`config.mk`:
```
export PLATFORM = sky130hd
export DESIGN_NAME = icache_ctrl
export DESIGN_NICKNAME = d
export VERILOG_FILES = /design/src/hw/icache_pkg.sv /design/src/hw/icache_ctrl.sv
export SDC_FILE = /design/constraint.sdc
export NUM_CORES = 1
export LEC_CHECK = 0
export ABC_AREA = 1
export BUFFER_PORTS_ARGS = -buffer_cell sky130_fd_sc_hd__buf_4
export CORE_AREA = 2 2 241 243
export CTS_CLUSTER_SIZE = 24
export DETAILED_ROUTE_END_ITERATION = 8
export DIE_AREA = 0 0 243 245
export SLEW_MARGIN = 30
export SYNTH_ARGS = -nofsm -noshare
export SYNTH_HDL_FRONTEND = slang
export SYNTH_SLANG_ARGS = --single-unit
```
`constraint.sdc`:
```
create_clock -name clk -period 2.05 [get_ports clk]
set_input_delay 0.1025 -clock clk [delete_from_list [all_inputs] [get_ports clk]]
set_output_delay 0.1025 -clock clk [all_outputs]
set_load 0.02 [all_outputs]
```
`src/hw/icache_pkg.sv`:
```
package icache_pkg;

    // address split into tag, index and byte offset
    localparam int TAG_WIDTH      = 20;
    localparam int INDEX_WIDTH    = 8;
    localparam int OFFSET_WIDTH   = 4;

    localparam int LINE_NUM       = 1 << INDEX_WIDTH;
    localparam int WORDS_PER_LINE = (1 << OFFSET_WIDTH) / 4;
    localparam int LINE_WIDTH     = WORDS_PER_LINE * 32;

    typedef logic [TAG_WIDTH-1:0]                  tag_t;
    typedef logic [INDEX_WIDTH-1:0]                index_t;
    typedef logic [OFFSET_WIDTH-1:0]               offset_t;
    typedef logic [$clog2(WORDS_PER_LINE)-1:0]     word_idx_t;
    typedef logic [31:0]                           word_t;
    typedef logic [LINE_WIDTH-1:0]                 line_t;
    typedef logic [31:0]                           addr_t;

    // memory read request types
    typedef logic [2:0] rd_type_t;

    localparam rd_type_t RD_TYPE_WORD = 3'd2;
    localparam rd_type_t RD_TYPE_LINE = 3'd4;

    // controller FSM
    typedef enum logic [1:0] {
        IDLE,
        LOOKUP,
        MISS,
        REFILL
    } ctrl_state_t;

endpackage

```
`src/hw/icache_ctrl.sv`:
```
`timescale 1ns/1ps

module icache_ctrl (
    input  logic                 clk,
    input  logic                 resetn,

    // pipeline request
    input  logic                 valid,
    input  icache_pkg::tag_t     tag,
    input  icache_pkg::index_t   index,
    input  icache_pkg::offset_t  offset,
    input  logic                 uncached,
    output logic                 addr_ok,
    output logic                 data_ok,
    output icache_pkg::word_t    rdata_l,
    output icache_pkg::word_t    rdata_h,

    // memory read port
    output logic                 rd_req,
    output icache_pkg::rd_type_t rd_type,
    output icache_pkg::addr_t    rd_addr,
    input  logic                 rd_rdy,
    input  logic                 ret_valid,
    input  logic                 ret_last,
    input  icache_pkg::word_t    ret_data,

    // ways
    input  logic                 way0_hit,
    input  logic                 way1_hit,
    input  icache_pkg::line_t    way0_line,
    input  icache_pkg::line_t    way1_line,
    output logic                 lookup_en,
    output icache_pkg::index_t   lookup_index,
    output icache_pkg::tag_t     req_tag,
    output logic                 way0_fill_en,
    output logic                 way1_fill_en,
    output icache_pkg::index_t   fill_index,
    output icache_pkg::tag_t     fill_tag,
    output icache_pkg::line_t    fill_line
);
    import icache_pkg::*;

    ctrl_state_t state;

    // request in flight
    tag_t      tag_q;
    index_t    index_q;
    offset_t   offset_q;
    logic      uncached_q;
    word_idx_t word_pos;
    word_idx_t next_pos;

    logic      accept;
    logic      cached_hit;
    logic      last_beat;
    logic      fill_go;
    logic      repl_ptr;

    // refill buffer
    word_idx_t beat_cnt;
    line_t     refill_buf;
    line_t     refill_line;
    line_t     res_line;

    function automatic word_t pick_word(line_t l, word_idx_t pos);
        return l[pos*$bits(word_t) +: $bits(word_t)];
    endfunction

    assign cached_hit = (way0_hit || way1_hit) && !uncached_q;
    assign last_beat  = ret_valid && ret_last;

    // new request only when idle or right behind a cached hit
    assign addr_ok = (state == IDLE) || ((state == LOOKUP) && cached_hit);
    assign accept  = valid && addr_ok;

    always_ff @(posedge clk) begin
        if (accept) begin
            tag_q      <= tag;
            index_q    <= index;
            offset_q   <= offset;
            uncached_q <= uncached;
        end
    end

    assign lookup_en    = accept;
    assign lookup_index = accept ? index : index_q;
    assign req_tag      = tag_q;

    always_ff @(posedge clk) begin
        if (!resetn) begin
            state <= IDLE;
        end else begin
            case (state)
                IDLE: begin
                    if (accept) begin
                        state <= LOOKUP;
                    end
                end
                LOOKUP: begin
                    if (!cached_hit) begin
                        state <= MISS;
                    end else if (!accept) begin
                        state <= IDLE;
                    end
                end
                MISS: begin
                    state <= REFILL;
                end
                REFILL: begin
                    if (last_beat) begin
                        state <= IDLE;
                    end
                end
                default: begin
                    state <= IDLE;
                end
            endcase
        end
    end

    // read request held until the memory takes it
    always_ff @(posedge clk) begin
        if (!resetn) begin
            rd_req <= 1'b0;
        end else if (state == MISS) begin
            rd_req <= 1'b1;
        end else if (rd_rdy) begin
            rd_req <= 1'b0;
        end
    end

    assign rd_type = uncached_q ? RD_TYPE_WORD : RD_TYPE_LINE;
    assign rd_addr = uncached_q ? {tag_q, index_q, offset_q}
                                : {tag_q, index_q, {OFFSET_WIDTH{1'b0}}};

    // beats arrive in ascending word order
    always_ff @(posedge clk) begin
        if (!resetn) begin
            beat_cnt <= '0;
        end else if (state == MISS) begin
            beat_cnt <= '0;
        end else if (ret_valid) begin
            beat_cnt <= beat_cnt + 1'b1;
        end
    end

    // buffer with the current beat merged in
    always_comb begin
        refill_line = refill_buf;
        refill_line[beat_cnt*$bits(word_t) +: $bits(word_t)] = ret_data;
    end

    always_ff @(posedge clk) begin
        if (ret_valid) begin
            refill_buf <= refill_line;
        end
    end

    // round-robin victim select
    assign fill_go = (state == REFILL) && last_beat && !uncached_q;

    always_ff @(posedge clk) begin
        if (!resetn) begin
            repl_ptr <= 1'b0;
        end else if (fill_go) begin
            repl_ptr <= ~repl_ptr;
        end
    end

    assign way0_fill_en = fill_go && !repl_ptr;
    assign way1_fill_en = fill_go && repl_ptr;
    assign fill_index   = index_q;
    assign fill_tag     = tag_q;
    assign fill_line    = refill_line;

    // result from the hitting way or from the line being refilled
    assign res_line = (state == REFILL) ? refill_line
                    : (way0_hit ? way0_line : way1_line);

    assign word_pos = offset_q[OFFSET_WIDTH-1:2];
    assign next_pos = word_pos + 1'b1;

    assign data_ok = ((state == LOOKUP) && cached_hit) || ((state == REFILL) && last_beat);
    assign rdata_l = uncached_q ? ret_data : pick_word(res_line, word_pos);
    // wraps at the line end where the pipeline ignores it
    assign rdata_h = pick_word(res_line, next_pos);

endmodule

```
==> metrics.yaml <==
final_design_area_no_fill_um2: 23900
r2r-end: "refill_buf[127]$_DFFE_PP_"
fin_cells: 3403
postRouteAntennaNets: 0
crit_fanout: 7
final-hold-violation-count: 0
hpwl_mm: 51.3
drc: 0
syn_nets: 2258
cts_root_buffer: "clkbuf_16"
crit_start: "beat_cnt[0]$_SDFFE_PP0P_"
drive_above_1_share_pct: 49.0
first_iter_violations: 1450
htree_levels: 4
met2_length_mm: 36.1
num_io_pins: 618
die_height_um: 245
path_cells: "clkinv_4 -> buf_6 -> ha_4 -> buf_4 -> nor2_4 -> buf_12 -> buf_16 -> buf_4 -> nand3_4 -> nand3_2 -> nand3_1 -> nand3_1 -> nor2_2 -> nor2_2 -> buf_4"
cp_top_family: "buffers and inverters"
wl_met1_mm: 29.7
maxCapViolations: 0
yosysSeqAreaShare_pct: 38.4
rr_worst_depth: 11
ff2ff_setup_slack_ps: 70
skew_ps: 13.2
grt_max_degree: 66
initial_utilization_pct: 22.3
violations: "setup timing"
hp-class: "input pin to register"
fin_tns_setup_ps: -70110
nFillCells: 5762
vias: 17000
synthCells: 1924
worstHoldStart: "ret_data[28]"
reg2reg_from: "beat_cnt[0]$_SDFFE_PP0P_"
cts_sinks: 167
setup_ws_ps: -678
end_kind: "output pin"
synth_warnings: 0
grt_pass1_wl_mm: 101
cp-start-kind: "register"
viasPerCell: 4.99
coreArea_um2: 57000
insertion_delay_ps: 480
required_ps: 1950
place_area_um2: 18600
gp_congestion: 0.900
dieWidth_um: 243
drt_wl_total_mm: 75.0
hold_end: "refill_buf[28]$_DFFE_PP_"
avgSynthCellArea_um2: 6.60
ctsLongestPathBuffers: 2
nets: 2958
setup_viol: 192
die-area_um2: 59500
first_pass_iters: 5
timing.critical_path.mode_cell: "buf_4"
rows: 88
slew_violations: 0
syn_to_final_growth_pct: 88.6
fin_crit_ps: 2730
grt_use_total_pct: 22.8
slowest_stage: "dfxtp_4"
synth_compound_area_share_pct: 0.394
vdd_ir_drop_max_mv: 0.610
clk_pin_slew_ps: 80
grt_pass1_vias: 15300
rsz0062_at_grt: "yes"
cpPeakStageDelay_ps: 360
overflow: 0
synth-simple-area-share_pct: 51.1
synth_xor_area_share_pct: 0
synth_area_um2: 12700
wl_per_cell_um: 22.1
synth_seq_cells: 167
crit_buf_inv: 7
synthMuxAreaShare_pct: 0
wl_met3_mm: 6.09
synth_top_family_by_area: "simple AND/OR/NAND/NOR gates"
synth_cell_types: 25
clock.fmax_mhz: 367
status: "finished, violations left"
synth_adder_area_share_pct: 0.493
power.density_nw_per_um2: 622
critPathArrivalTime_ps: 2630
leakagePower_nw: 10.8
period_share_pct: 133
antenna_found_initial: 1
worstHoldPathCells: 3
cts_inserted_buffers: 17
tritoncts: "yes"
io_buffers: 616
routed.top_layer: "met4"
place_inst: 3218
critPathKind: "register to output pin"
-- how the worst max path moves through the flow --
stage             endpoint  slack (ps)  depth (start not counted)
6_report       rdata_l[12]        -680                         15
5_1_grt        rdata_l[16]        -780                         15
4_1_cts        rdata_l[23]        -650                         15
3_5_place_dp    rdata_l[3]        -180                         12
3_3_place_gp    rdata_l[3]        -450                         11
2_1_floorplan  rdata_l[15]          10                         14
-- flip-flops by register name, summed over array words and instances, names as in the netlist, named ones only --
signal / flops
beat_cnt: 2
fill_index: 8
fill_tag: 20
offset_q: 4
rd_req: 1
refill_buf: 128
repl_ptr: 1
state: 1
uncached_q: 1
-- worst reg2reg max path: cells and delay by family, from the launching register on --
family / cells / cell delay [ps]
flip-flops: 1 / 360
adder cells (fa/ha/maj): 1 / 260
buffers and inverters: 7 / 910
AND/OR/NAND/NOR: 3 / 330
-- routing by layer --
layer / track usage, % / vias to the layer above
met3: 5.13 / 146
met5: 0 / -
li1: - / 7856
met4: 9.13 / 0
met2: 38.0 / 920
met1: 28.5 / 8044
-- report_power, final --
part           internal [mW]  switching [mW]  leakage [nW]
clock                   1.68            1.59         0.273
combinational           3.08            4.26          8.91
sequential              4.12           0.157          1.63
total                   8.88            6.01          10.8
-- cell usage after synthesis, drive strengths merged --
cell | number | area (um^2)
o211ai | 1 | 7.51
nand3 | 618 | 3090
edfxtp | 153 | 4590
inv | 69 | 259
buf | 124 | 754
ha | 5 | 62.6
a21oi | 3 | 15.0
clkinv | 2 | 7.51
nor3 | 4 | 31.3
nand2 | 674 | 2530
conb | 1 | 3.75
nor2 | 166 | 626
nand4 | 32 | 200
o21ai | 3 | 15.0
a31oi | 1 | 6.26
dfxtp | 14 | 280
clkbuf | 53 | 199
o22ai | 1 | 6.26
-- kinds of logic (layout without fill, tap and decap cells) --
logic type                 after synthesis  after routing
AOI/OAI and AO/OA                        9              9
adders and majority gates                5              5
buffers and inverters                  248            961
DFF                                    167            167
other                                    1              2
and+or+nand+nor                       1494           1494
-- through the flow --
step | total power [mW] | hold WS, ps | util (%) | setup WS [ps]
global placement | 9.94 | 281 | 32.6 | -455
CTS | 13.9 | 6.85 | 37.1 | -651
global route | 15.5 | 7.03 | 42.0 | -778
finish | 14.9 | 26.1 | 42.0 | -678
detailed placement | 9.95 | 282 | 32.6 | -182
floorplan | 7.14 | 201 | - | 11.5
-- final cells by class --
class,count,area (um^2),share of cell area [%]
multi-input combinational,1509,9100,38.0
clock inverter,11,91.3,0.382
antenna,1,2.50,0.0105
tap,765,957,4.00
clock buffer,21,472,1.97
timing repair buffer,858,8140,34.0
sequential,167,4880,20.4
inverter,71,292,1.22
-- cells in the final DEF (no fill, tap or decap), drive strengths merged, types with 6 or more instances in the layout --
cell type      n
buf          793
nand2        674
nand3        618
nor2         166
edfxtp       153
inv           74
dlygate4sd3   59
nand4         32
clkbuf        27
dfxtp         14
clkinv         6
-- repair_timing --
| item | CTS | global route |
|---|---|---|
| endpoints found under the setup margin | 202 | 204 |
| pin swaps | 51 | 118 |
| gates resized for setup | 267 | 525 |
| buffers inserted | 20 | 66 |
| hold buffers | 59 | 0 |
| gates cloned | 6 | 7 |
| endpoints found under the hold margin | 71 | 0 |
(Power assumes the default switching activity.)
